===== src/logic/bridgePkg.sv =====
`default_nettype none

package bridgePkg;

    // Bus widths
    localparam int ADDR_WIDTH = 32;
    localparam int DATA_WIDTH = 32;
    localparam int ID_WIDTH   = 4;
    localparam int LEN_WIDTH  = 4;

    // One entry per beat of the longest burst
    localparam int BUF_DEPTH  = 16;

    // AXI burst codes, WRAP runs as INCR
    typedef enum logic [1:0] {
        BURST_FIXED = 2'b00,
        BURST_INCR  = 2'b01,
        BURST_WRAP  = 2'b10
    } axiBurstT;

    typedef enum logic [1:0] {
        RESP_OKAY   = 2'b00,
        RESP_SLVERR = 2'b10
    } axiRespT;

    typedef enum logic [1:0] {
        TRANS_IDLE   = 2'b00,
        TRANS_NONSEQ = 2'b10
    } ahbTransT;

    typedef enum logic [2:0] {
        ST_IDLE,
        ST_WR_COLLECT,
        ST_WR_AHB,
        ST_WR_RESP,
        ST_RD_AHB,
        ST_RD_STREAM
    } ctrlStateT;

endpackage

`default_nettype wire


===== src/logic/bridgeIfs.sv =====
`default_nettype none

// Beat store access, one write port and one read port
interface bufIf #(
    parameter int width = bridgePkg::DATA_WIDTH
);
    import bridgePkg::*;

    logic                         wrEn;
    logic [$clog2(BUF_DEPTH)-1:0] wrAddr;
    logic [width-1:0]             wrData;
    logic [$clog2(BUF_DEPTH)-1:0] rdAddr;
    logic [width-1:0]             rdData;

    modport writer (
        output wrEn,
        output wrAddr,
        output wrData
    );

    modport reader (
        output rdAddr,
        input  rdData
    );

    // Seen from the buffer itself
    modport storage (
        input  wrEn,
        input  wrAddr,
        input  wrData,
        input  rdAddr,
        output rdData
    );
endinterface

// Transfer command from the AXI side to the AHB engine
interface xferIf;
    import bridgePkg::*;

    logic                  start;
    logic                  write;
    logic [ADDR_WIDTH-1:0] addr;
    logic [2:0]            size;
    axiBurstT              burst;
    logic [LEN_WIDTH-1:0]  len;
    logic                  done;
    logic                  error;

    modport ctrl (
        output start, write, addr, size, burst, len,
        input  done, error
    );

    modport engine (
        input  start, write, addr, size, burst, len,
        output done, error
    );
endinterface

`default_nettype wire


===== src/logic/beatBuffer.sv =====
`default_nettype none

module beatBuffer #(
    parameter int width = bridgePkg::DATA_WIDTH
) (
    input  wire   ACLK,
    input  wire   arstN,
    bufIf.storage port
);
    import bridgePkg::*;

    logic [width-1:0] mem [BUF_DEPTH];

    // Write on the clock edge
    always_ff @(posedge ACLK or negedge arstN)
    begin
        if (!arstN)
        begin
            for (int i = 0; i < BUF_DEPTH; i++)
            begin
                mem[i] <= '0;
            end
        end
        else if (port.wrEn)
        begin
            mem[port.wrAddr] <= port.wrData;
        end
    end

    // Read data follows the address in the same cycle
    assign port.rdData = mem[port.rdAddr];

endmodule

`default_nettype wire


===== src/logic/axiSlaveCtrl.sv =====
`default_nettype none

module axiSlaveCtrl (
    input  wire                              ACLK,
    input  wire                              arstN,
    // Write address
    input  wire                              awValid,
    input  wire [bridgePkg::ADDR_WIDTH-1:0]  awAddr,
    input  wire [bridgePkg::LEN_WIDTH-1:0]   awLen,
    input  wire [2:0]                        awSize,
    input  wire [1:0]                        awBurst,
    input  wire [bridgePkg::ID_WIDTH-1:0]    awId,
    output logic                             awReady,
    // Write data
    input  wire                              wValid,
    input  wire [bridgePkg::DATA_WIDTH-1:0]  wData,
    input  wire                              wLast,
    output logic                             wReady,
    // Write response
    output logic                             bValid,
    input  wire                              bReady,
    output bridgePkg::axiRespT               bResp,
    output logic [bridgePkg::ID_WIDTH-1:0]   bId,
    // Read address
    input  wire                              arValid,
    input  wire [bridgePkg::ADDR_WIDTH-1:0]  arAddr,
    input  wire [bridgePkg::LEN_WIDTH-1:0]   arLen,
    input  wire [2:0]                        arSize,
    input  wire [1:0]                        arBurst,
    input  wire [bridgePkg::ID_WIDTH-1:0]    arId,
    output logic                             arReady,
    // Read data
    output logic                             rValid,
    input  wire                              rReady,
    output logic [bridgePkg::DATA_WIDTH-1:0] rData,
    output bridgePkg::axiRespT               rResp,
    output logic                             rLast,
    output logic [bridgePkg::ID_WIDTH-1:0]   rId,
    // Buffers and engine
    bufIf.writer                             wrBuf,
    bufIf.reader                             rdBuf,
    xferIf.ctrl                              xfer
);
    import bridgePkg::*;

    ctrlStateT             state;
    logic [ADDR_WIDTH-1:0] cmdAddr;
    logic [LEN_WIDTH-1:0]  cmdLen;
    logic [2:0]            cmdSize;
    axiBurstT              cmdBurst;
    logic [ID_WIDTH-1:0]   cmdId;
    logic [LEN_WIDTH-1:0]  beatCnt;

    logic awHs;
    logic wHs;
    logic arHs;
    logic rHs;
    logic wFinal;
    logic rdLoad;

    ////////////////////////////////////////////////////////////
    // Handshakes
    ////////////////////////////////////////////////////////////
    assign awReady = (state == ST_IDLE);
    // Write wins when both channels are waiting
    assign arReady = (state == ST_IDLE) && !awValid;
    assign wReady  = (state == ST_WR_COLLECT);

    assign awHs   = awValid && awReady;
    assign wHs    = wValid && wReady;
    assign arHs   = arValid && arReady;
    assign rHs    = rValid && rReady;
    assign wFinal = wLast || (beatCnt == cmdLen);

    // Next read beat taken from the buffer
    assign rdLoad = ((state == ST_RD_AHB) && xfer.done)
                  || ((state == ST_RD_STREAM) && rHs && !rLast);

    assign wrBuf.wrEn   = wHs;
    assign wrBuf.wrAddr = beatCnt;
    assign wrBuf.wrData = wData;
    assign rdBuf.rdAddr = beatCnt;

    ////////////////////////////////////////////////////////////
    // Engine command
    ////////////////////////////////////////////////////////////
    // In IDLE the AR fields go straight through so the read starts at once
    assign xfer.start = (wHs && wFinal) || arHs;
    assign xfer.write = (state == ST_WR_COLLECT) || (state == ST_WR_AHB);
    assign xfer.addr  = (state == ST_IDLE) ? arAddr : cmdAddr;
    assign xfer.size  = (state == ST_IDLE) ? arSize : cmdSize;
    assign xfer.burst = (state == ST_IDLE) ? axiBurstT'(arBurst) : cmdBurst;
    assign xfer.len   = (state == ST_IDLE) ? arLen : cmdLen;

    assign bId = cmdId;
    assign rId = cmdId;

    ////////////////////////////////////////////////////////////
    // Transaction FSM
    ////////////////////////////////////////////////////////////
    always_ff @(posedge ACLK or negedge arstN)
    begin
        if (!arstN)
        begin
            state    <= ST_IDLE;
            cmdAddr  <= '0;
            cmdLen   <= '0;
            cmdSize  <= '0;
            cmdBurst <= BURST_FIXED;
            cmdId    <= '0;
            beatCnt  <= '0;
            bValid   <= 1'b0;
            bResp    <= RESP_OKAY;
            rValid   <= 1'b0;
            rResp    <= RESP_OKAY;
            rLast    <= 1'b0;
        end
        else
        begin
            case (state)
                ST_IDLE:
                begin
                    beatCnt <= '0;
                    if (awHs)
                    begin
                        cmdAddr  <= awAddr;
                        cmdLen   <= awLen;
                        cmdSize  <= awSize;
                        cmdBurst <= axiBurstT'(awBurst);
                        cmdId    <= awId;
                        state    <= ST_WR_COLLECT;
                    end
                    else if (arHs)
                    begin
                        cmdAddr  <= arAddr;
                        cmdLen   <= arLen;
                        cmdSize  <= arSize;
                        cmdBurst <= axiBurstT'(arBurst);
                        cmdId    <= arId;
                        state    <= ST_RD_AHB;
                    end
                end
                ST_WR_COLLECT:
                begin
                    if (wHs)
                    begin
                        beatCnt <= beatCnt + 1'b1;
                        if (wFinal)
                        begin
                            state <= ST_WR_AHB;
                        end
                    end
                end
                ST_WR_AHB:
                begin
                    if (xfer.done)
                    begin
                        bValid <= 1'b1;
                        bResp  <= xfer.error ? RESP_SLVERR : RESP_OKAY;
                        state  <= ST_WR_RESP;
                    end
                end
                ST_WR_RESP:
                begin
                    if (bReady)
                    begin
                        bValid <= 1'b0;
                        state  <= ST_IDLE;
                    end
                end
                ST_RD_AHB:
                begin
                    if (xfer.done)
                    begin
                        rValid <= 1'b1;
                        state  <= ST_RD_STREAM;
                    end
                end
                ST_RD_STREAM:
                begin
                    if (rHs && rLast)
                    begin
                        rValid <= 1'b0;
                        state  <= ST_IDLE;
                    end
                end
                default:
                begin
                    state <= ST_IDLE;
                end
            endcase

            if (rdLoad)
            begin
                // Stored error bit sits above the data
                rResp   <= rdBuf.rdData[DATA_WIDTH] ? RESP_SLVERR : RESP_OKAY;
                rLast   <= (beatCnt == cmdLen);
                beatCnt <= beatCnt + 1'b1;
            end
        end
    end

    always_ff @(posedge ACLK)
    begin
        if (rdLoad)
        begin
            rData <= rdBuf.rdData[DATA_WIDTH-1:0];
        end
    end

endmodule

`default_nettype wire


===== src/logic/ahbBeatEngine.sv =====
`default_nettype none

module ahbBeatEngine (
    input  wire                              ACLK,
    input  wire                              arstN,
    xferIf.engine                            xfer,
    bufIf.reader                             wrBuf,
    bufIf.writer                             rdBuf,
    output logic [bridgePkg::ADDR_WIDTH-1:0] hAddr,
    output bridgePkg::ahbTransT              hTrans,
    output logic                             hWrite,
    output logic [2:0]                       hSize,
    output logic [2:0]                       hBurst,
    output logic [bridgePkg::DATA_WIDTH-1:0] hWData,
    input  wire  [bridgePkg::DATA_WIDTH-1:0] hRData,
    input  wire                              hReady,
    input  wire                              hResp
);
    import bridgePkg::*;

    // Address phase and data phase state
    logic                  aActive;
    logic                  dActive;
    logic [LEN_WIDTH-1:0]  aCnt;
    logic [LEN_WIDTH-1:0]  dCnt;
    logic                  errAcc;
    logic                  lastData;
    logic [ADDR_WIDTH-1:0] addrStep;

    ////////////////////////////////////////////////////////////
    // AHB outputs
    ////////////////////////////////////////////////////////////
    assign hTrans = aActive ? TRANS_NONSEQ : TRANS_IDLE;
    assign hWrite = xfer.write;
    assign hSize  = xfer.size;
    // SINGLE, every beat is its own NONSEQ transfer
    assign hBurst = 3'b000;

    // Write data comes from the beat in its data phase
    assign wrBuf.rdAddr = dCnt;
    assign hWData       = wrBuf.rdData;

    // Read beat stored with its response bit
    assign rdBuf.wrEn   = dActive && hReady && !xfer.write;
    assign rdBuf.wrAddr = dCnt;
    assign rdBuf.wrData = {hResp, hRData};

    assign lastData = dActive && hReady && (dCnt == xfer.len);
    assign addrStep = (xfer.burst == BURST_FIXED) ? '0 : (ADDR_WIDTH'(1) << xfer.size);

    ////////////////////////////////////////////////////////////
    // Beat pipeline
    ////////////////////////////////////////////////////////////
    always_ff @(posedge ACLK or negedge arstN)
    begin
        if (!arstN)
        begin
            aActive    <= 1'b0;
            dActive    <= 1'b0;
            aCnt       <= '0;
            dCnt       <= '0;
            hAddr      <= '0;
            errAcc     <= 1'b0;
            xfer.done  <= 1'b0;
            xfer.error <= 1'b0;
        end
        else
        begin
            xfer.done <= lastData;
            if (lastData)
            begin
                xfer.error <= errAcc | hResp;
            end

            if (xfer.start)
            begin
                aActive <= 1'b1;
                aCnt    <= '0;
                hAddr   <= xfer.addr;
                errAcc  <= 1'b0;
            end
            else if (hReady)
            begin
                // Current address phase becomes the data phase
                dActive <= aActive;
                dCnt    <= aCnt;
                if (dActive)
                begin
                    errAcc <= errAcc | hResp;
                end
                if (aActive)
                begin
                    if (aCnt == xfer.len)
                    begin
                        aActive <= 1'b0;
                    end
                    else
                    begin
                        aCnt  <= aCnt + 1'b1;
                        hAddr <= hAddr + addrStep;
                    end
                end
            end
        end
    end

endmodule

`default_nettype wire


===== src/logic/axiAhbBridge.sv =====
`default_nettype none

module axiAhbBridge (
    input  wire                              ACLK,
    input  wire                              arstN,
    // AXI write address
    input  wire                              awValid,
    input  wire [bridgePkg::ADDR_WIDTH-1:0]  awAddr,
    input  wire [bridgePkg::LEN_WIDTH-1:0]   awLen,
    input  wire [2:0]                        awSize,
    input  wire [1:0]                        awBurst,
    input  wire [bridgePkg::ID_WIDTH-1:0]    awId,
    output logic                             awReady,
    // AXI write data and response
    input  wire                              wValid,
    input  wire [bridgePkg::DATA_WIDTH-1:0]  wData,
    input  wire                              wLast,
    output logic                             wReady,
    output logic                             bValid,
    input  wire                              bReady,
    output bridgePkg::axiRespT               bResp,
    output logic [bridgePkg::ID_WIDTH-1:0]   bId,
    // AXI read address
    input  wire                              arValid,
    input  wire [bridgePkg::ADDR_WIDTH-1:0]  arAddr,
    input  wire [bridgePkg::LEN_WIDTH-1:0]   arLen,
    input  wire [2:0]                        arSize,
    input  wire [1:0]                        arBurst,
    input  wire [bridgePkg::ID_WIDTH-1:0]    arId,
    output logic                             arReady,
    // AXI read data
    output logic                             rValid,
    input  wire                              rReady,
    output logic [bridgePkg::DATA_WIDTH-1:0] rData,
    output bridgePkg::axiRespT               rResp,
    output logic                             rLast,
    output logic [bridgePkg::ID_WIDTH-1:0]   rId,
    // AHB-Lite master
    output logic [bridgePkg::ADDR_WIDTH-1:0] hAddr,
    output bridgePkg::ahbTransT              hTrans,
    output logic                             hWrite,
    output logic [2:0]                       hSize,
    output logic [2:0]                       hBurst,
    output logic [bridgePkg::DATA_WIDTH-1:0] hWData,
    input  wire  [bridgePkg::DATA_WIDTH-1:0] hRData,
    input  wire                              hReady,
    input  wire                              hResp
);
    import bridgePkg::*;

    // Read entries carry the AHB error bit on top
    bufIf #(.width(DATA_WIDTH))     wrBufBus ();
    bufIf #(.width(DATA_WIDTH + 1)) rdBufBus ();
    xferIf                          xferBus ();

    axiSlaveCtrl ctrl (
        .*,
        .wrBuf (wrBufBus.writer),
        .rdBuf (rdBufBus.reader),
        .xfer  (xferBus.ctrl)
    );

    ahbBeatEngine engine (
        .*,
        .xfer  (xferBus.engine),
        .wrBuf (wrBufBus.reader),
        .rdBuf (rdBufBus.writer)
    );

    beatBuffer #(.width(DATA_WIDTH)) wrBuffer (
        .ACLK  (ACLK),
        .arstN (arstN),
        .port  (wrBufBus.storage)
    );

    beatBuffer #(.width(DATA_WIDTH + 1)) rdBuffer (
        .ACLK  (ACLK),
        .arstN (arstN),
        .port  (rdBufBus.storage)
    );

endmodule

`default_nettype wire


===== config.mk =====
export PLATFORM = sky130hd
export DESIGN_NAME = axiAhbBridge
export DESIGN_NICKNAME = d
export VERILOG_FILES = /design/src/logic/bridgePkg.sv /design/src/logic/bridgeIfs.sv /design/src/logic/beatBuffer.sv /design/src/logic/axiSlaveCtrl.sv /design/src/logic/ahbBeatEngine.sv /design/src/logic/axiAhbBridge.sv
export SDC_FILE = /design/constraint.sdc
export NUM_CORES = 2
export LEC_CHECK = 0
export BUFFER_PORTS_ARGS = -buffer_cell sky130_fd_sc_hd__buf_2
export CORE_ASPECT_RATIO = 0.8
export CORE_MARGIN = 5
export CORE_UTILIZATION = 56
export CTS_CLUSTER_DIAMETER = 100
export DETAILED_ROUTE_END_ITERATION = 12
export PLACE_DENSITY = 0.77
export SLEW_MARGIN = 10
export SYNTH_ARGS = -nofsm -noshare
export SYNTH_HDL_FRONTEND = slang
export SYNTH_SLANG_ARGS = --single-unit
export TNS_END_PERCENT = 5

===== constraint.sdc =====
create_clock -name ACLK -period 4 [get_ports ACLK]
set_input_delay 0.6 -clock ACLK [delete_from_list [all_inputs] [get_ports ACLK]]
set_output_delay 0.6 -clock ACLK [all_outputs]
set_load 0.01 [all_outputs]

After elaboration in Yosys (flattened, before gate mapping):

Index checks and enable logic that the tools add are counted.

* input bits: 164
* logic and storage cells: 184
* output and inout port bits: 123
* flip-flop bits (word level): 1176

* shift operators: 1
* bitwise operators: 4
* reduce and logical (&&, ||, !) cells: 40
* magnitude comparators: 4
* mux-type cells: 62
* add/subtract/negate cells: 3
* equality and inequality tests: 17

Operator list (number)
* $bwmux 528: 1
* $bwmux 512: 1
* $mux 32: 11
* $bmux 33 s4: 1
* $demux 33 s4: 1
* $bmux 32 s4: 1
* $demux 32 s4: 1
* $mux 33: 3
* $mux 4: 11
* $mux 3: 11
* $add 32x32->32: 1
* $shl 1x3->32 const A: 1
* $pmux 3 s6: 1
* $logic_and 1x1->1: 15
* $eq 4x4->1: 3
* $mux 2: 6
* $reduce_bool 2->1: 6
* $ge 5x5->1 const B: 2
* $lt 5x1->1 const B: 2
* $mux 1: 10
* $ne 2x2->1 const B: 5
* $not 4->5: 2
* $reduce_and 2->1: 5
* $reduce_and 3->1: 3
* other kinds (16): 27

Logic depth before layout (Yosys ltp):

* depth in word-level cells: 9
* mapped depth: 18
* gate-level depth less buffers: 14

Modules after synthesis:

Synthesis repeated with hierarchy kept, for this count alone.

* cell total of the unflattened synthesis: 3774
* area, all modules: 54543.6 µm²

Modules (own cells, without submodules)
* beatBuffer at rdBuffer: instances 1, seq. area each 13212.7 µm², area each 23705.2 µm², cells each 1448
* beatBuffer at wrBuffer: instances 1, seq. area each 12812.3 µm², area each 22774.3 µm², cells each 1404
* axiSlaveCtrl: instances 1, seq. area each 2387.3 µm², area each 4660.7 µm², cells each 527
* ahbBeatEngine: instances 1, seq. area each 1126.1 µm², area each 3403.3 µm², cells each 395

Worst setup path after synthesis:

No wires, ideal clock.

* kind: register to register
* from: reg ctrl.state[0]
* to: reg engine.hAddr[14] (netlist bit)
* clock period less this slack: 3.955 ns
* buffers on the path: 4
* slack: 0.045 ns
* library setup time: 0.082 ns
* data arrival time: 3.873 ns
* cell stages (with the launch flop): 18
* data required time: 3.918 ns
* cell sequence: dfrtp_1 -> buf_6 -> or3_4 -> clkinv_4 -> clkbuf_1 -> mux2i_1 -> inv_1 -> nand2_1 -> nor2_1 -> fa_1 -> a211oi_1 -> o21bai_1 -> a21oi_1 -> a221o_1 -> clkbuf_1 -> clkbuf_1 -> o31ai_1 -> a31oi_1

* cells in the longest elaborated chain, start to end: 9
* elaborated cells on any way between the ends: 24
* classes of those cells: 1 x add/sub; 3 x eq/ne; 1 x shift; 9 x mux; 10 x reduce/logical

Ends and longest elaborated chain
* from (decl): RTL line axiSlaveCtrl.sv:46 `ctrlStateT state;`
* from (signal assigned): RTL line axiSlaveCtrl.sv:105 `state <= ST_IDLE;`
* from (signal assigned): RTL line axiSlaveCtrl.sv:131 `state <= ST_WR_COLLECT;`
* from (signal assigned): RTL line axiSlaveCtrl.sv:140 `state <= ST_RD_AHB;`
* $logic_not 3->1: RTL line axiSlaveCtrl.sv:91 `assign xfer.size = (state == ST_IDLE) ? arSize : cmdSize;`
* $mux 3: RTL line axiSlaveCtrl.sv:91
* named net hSize[0]: RTL line axiAhbBridge.sv:42 `output logic [2:0] hSize,`
* $shl 1x3->32: RTL line ahbBeatEngine.sv:49 `assign addrStep = (xfer.burst == BURST_FIXED) ? '0 : (ADDR_WIDTH'(1) << xfer.size);`
* $mux 32: RTL line ahbBeatEngine.sv:49
* $add 32x32->32: RTL line ahbBeatEngine.sv:100 `hAddr <= hAddr + addrStep;`
* $mux 32: RTL line ahbBeatEngine.sv:93 `if (aCnt == xfer.len)`
* $mux 32: RTL line ahbBeatEngine.sv:91 `if (aActive)`
* $mux 32: RTL line ahbBeatEngine.sv:82 `else if (hReady)`
* $mux 32: RTL line ahbBeatEngine.sv:75 `if (xfer.start)`
* to (signal assigned): RTL line ahbBeatEngine.sv:79 `hAddr <= xfer.addr;`
* to (signal assigned): RTL line ahbBeatEngine.sv:100
* to (decl): RTL line ahbBeatEngine.sv:9 `output logic [bridgePkg::ADDR_WIDTH-1:0] hAddr,`

The timed path passes the listed nets, and every way through them passes these cells. The select of a mux whose other input is x is not followed.
A chain may end at the register's enable or synchronous reset.

Final worst setup path:

* from: reg engine.dCnt[1] (netlist: engine.rdBuf.wrAddr[1])
* to: out hWData[29] (netlist bit)

* cells in the longest elaborated chain, start to end: 4

Ends and longest elaborated chain
* from (decl): RTL line ahbBeatEngine.sv:25 `logic [LEN_WIDTH-1:0] dCnt;`
* from (signal assigned): RTL line ahbBeatEngine.sv:86 `dCnt <= aCnt;`
* $not 4->5 (implied by the code): RTL line beatBuffer.sv:31 `assign port.rdData = mem[port.rdAddr];`
* $bmux 32 s4: RTL line beatBuffer.sv:31
* $mux 32 (implied by the code) (2 in series): RTL line beatBuffer.sv:31
* to (decl): RTL line axiAhbBridge.sv:44 `output logic [bridgePkg::DATA_WIDTH-1:0] hWData,`

No other way between the ends. The select of a mux whose other input is x is not followed.

==> qor.yml <==
die_area_sq_mm: 0.1018
wirelength_um: 129100
gr-usage-all-layers: 0.2570
firstDrtPassIters: 5
synth_ff_type: "dfrtp_1"
period_needed_ns: 3.768
ctsLongestPathBuffers: 3
crit_chain: "buf_12 -> mux4_2 -> mux4_2 -> buf_2"
period_share: 0.9421
h-tree-depth: 3
cts_root_buffer: "clkbuf_16"
drive_above_1_share: 0.5307
slew_headroom: 0.3671
grt_setup_unrepaired: "false"
cp.required_ns: 3.40
cp-end-kind: "output pin"
ir_drop_mv: 0.3890
drc: 0
swShare: 0.3062
worst-r2r-cell-count: 14
grt_pass1_vias: 33040
avgSynthCellArea_sq_um: 15.56
wl_per_cell_um: 25.57
worst_pin_slew_ns: 0.9407
io-pin-count: 287
arrival_ns: 3.17
slew_viol_final: 0
p_int_mw: 26.82
worst_hold_path.endpoint: "ctrl.bId[3]"
criticalPathCategory: "reg -> out"
hold_path_startpoint: "arId[3]"
synth_area_sq_mm: 0.05349
hold_depth: 3
power_leakage_nw: 28.29
fin_tns_setup_ns: 0
hpwl_um: 76650
setup_viol: 0
fmax_mhz: 265.4
die_x_um: 355.5
cts.sinks: 1174
status: "complete, no violations"
gp_congestion: 0.8020
core_sq_mm: 0.09490
critPathLaunchType: "register"
antenna_found_initial: 23
netlist_instances: 3437
path_common_cell: "mux4_2"
slowest_delay_ns: 0.80
cts_tree: "yes"
hold_viol: 0
grt_max_degree: 107
viasPerCell: 6.151
final_cell_mix: "1134 x dfrtp_1, 1040 x mux2_2, 325 x mux4_2"
synth_edf_count: 32
seqPwrFrac: 0.418
max_cap_violations: 0
r2r_end: "engine.hAddr[16]"
r2r_setup_slack_ns: 0.31
ant_nets: 0
nNetsFinal: 3828
synth_seq_area_share: 0.5522
ys_seq_elements: 1174
numCtsBuffers: 113
num_vias: 31060
synthDistinctLibCells: 57
die_height_um: 286.4
p_switching_mw: 11.84
ys_warn_count: 0
crit_path_top_delay_cell: "dfrtp_4"
initial_core_util: 0.5636
final_common_cell: "dfrtp_1"
grt_pass1_wl_um: 202200
insertion_delay_ns: 0.72
path_max_fanout: 77
fin_worst_skew_ns: 0.05773
r2r-start: "ctrl.state[0]"
drt-initial-drc-count: 2122
grt-ovfl-total: 0
synth-async-reset-ratio: 0.9727
p_per_area_mw_per_mm2: 637.4
syn2layout_area_growth_pct: 13.38
fin_util: 0.6391
rows: 101
portBuffers: 280
comb_power_share: 0.293
p_clk_frac: 0.289
holdCritPathClass: "in -> reg"
clk_pin_slew_ns: 0.06
## cells by family after synthesis
logic type               share of synthesized area
AO/OA/AOI/OAI                              0.01693
other                                   0.00007010
buffers and inverters                      0.02491
multiplexers                                0.3685
flip-flops                                  0.5522
adder cells (fa/ha/maj)                   0.003415
XOR/XNOR                                  0.003275
AND/OR/NAND/NOR                            0.03073
## per-stage QoR
step                hold slack (ns)  area, sq um  setup WS [ns]  cells  total power, mW
global placement             0.4639        56630         0.3393   4821            27.30
global route                 0.1919        60640        0.06252   5043            40.65
floorplan                    0.3044        53510        0.04483   3442            24.12
detailed placement           0.4769        56630         0.2651   4821            27.68
finish                       0.2100        60650         0.2316   5049            38.66
CTS                          0.1619        60590         0.1848   5033            38.92
## final cells by class
| cell class | count | area (sq um) |
|---|---|---|
| sequential | 1174 | 29560 |
| timing repair buffer | 392 | 2643 |
| fill | 6735 | 34250 |
| tap | 1287 | 1610 |
| clock inverter | 45 | 613.1 |
| clock buffer | 166 | 3329 |
| inverter | 12 | 50.05 |
| multi-input combinational | 1957 | 22800 |
| antenna | 16 | 40.04 |
## power groups by stage
stage / Combinational [mW] / Clock (mW) / Sequential (mW)
after floorplan: 8.52 / 0 / 15.6
after global placement: 11.1 / 0 / 16.2
after detailed placement: 11.4 / 0 / 16.3
after CTS: 11.4 / 11.4 / 16.1
after global routing: 12.3 / 11.9 / 16.5
final: 11.3 / 11.2 / 16.2
## metal layers
metal  part of all wire  up-vias  GRT usage
li1                   -    13270          -
met1               0.43    16720     0.3635
met2               0.48      854     0.4105
met3              0.063      209    0.05535
met4              0.025        6    0.07137
met5            0.00031        -          0
## repair_timing
action	CTS	global route
setup buffers	0	0
resized for setup	0	4
hold buffers	1	0
hold endpoints to repair	58	0
setup endpoints to repair	0	8
## worst max path at each step
stage	slack, ns	cells past startpoint	end	startpoint
finish	0.23	4	hWData[29]	engine.rdBuf.wrAddr[1]
CTS	0.18	4	hWData[1]	engine.rdBuf.wrAddr[0]
floorplan	0.04	17	engine.hAddr[14]	ctrl.state[0]
global placement	0.34	14	engine.hAddr[22]	ctrl.state[0]
detailed placement	0.27	14	engine.hAddr[16]	ctrl.state[0]
global route	0.06	14	engine.hAddr[16]	ctrl.state[0]
## state kept, by name, summed over array words and instances (netlist names), 2 cells and up
register,cells
engine.hAddr,32
ctrl.rdBuf.rdAddr,4
engine.aCnt,4
ctrl.state,3
wrBuffer.mem,512
engine.rdBuf.wrAddr,4
ctrl.rData,32
ctrl.bId,4
ctrl.cmdAddr,32
rdBuffer.mem,528
ctrl.cmdBurst,2
ctrl.cmdSize,3
ctrl.cmdLen,4
## cells in the mapped netlist, types with 4 or more instances
| master | n | area [sq um] |
|---|---|---|
| clkbuf_1 | 157 | 589.3 |
| ha_1 | 13 | 162.7 |
| nand2_1 | 109 | 409.1 |
| buf_4 | 14 | 105.1 |
| a31oi_1 | 24 | 150.1 |
| buf_1 | 52 | 195.2 |
| or4_1 | 21 | 157.7 |
| nand4_1 | 9 | 56.30 |
| nor2_1 | 86 | 322.8 |
| buf_2 | 74 | 370.4 |
| dfrtp_1 | 1142 | 28580 |
| and3_1 | 37 | 231.5 |
| o31ai_1 | 23 | 172.7 |
| o21ai_0 | 17 | 85.08 |
| nor3_1 | 10 | 50.05 |
| edfxtp_1 | 32 | 960.9 |
| xor2_1 | 8 | 70.07 |
| mux4_2 | 325 | 7320 |
| nand3_1 | 21 | 105.1 |
| mux2i_1 | 60 | 600.6 |
| nand3b_1 | 4 | 30.03 |
| xnor2_1 | 12 | 105.1 |
| and2_1 | 8 | 50.05 |
| a21oi_1 | 65 | 325.3 |
| mux2_2 | 1040 | 11710 |
| nor2b_1 | 6 | 37.54 |
| mux2_1 | 7 | 78.83 |
| nand2b_1 | 9 | 56.30 |
| inv_1 | 11 | 41.29 |
## critical path: cells and delay by family, from the launching register on
kind | cells | cell delay, ns
buf+inv | 2 | 0.66
flops | 1 | 0.80
mux | 2 | 0.99
Note: power is estimated with default switching activity, not from simulation.
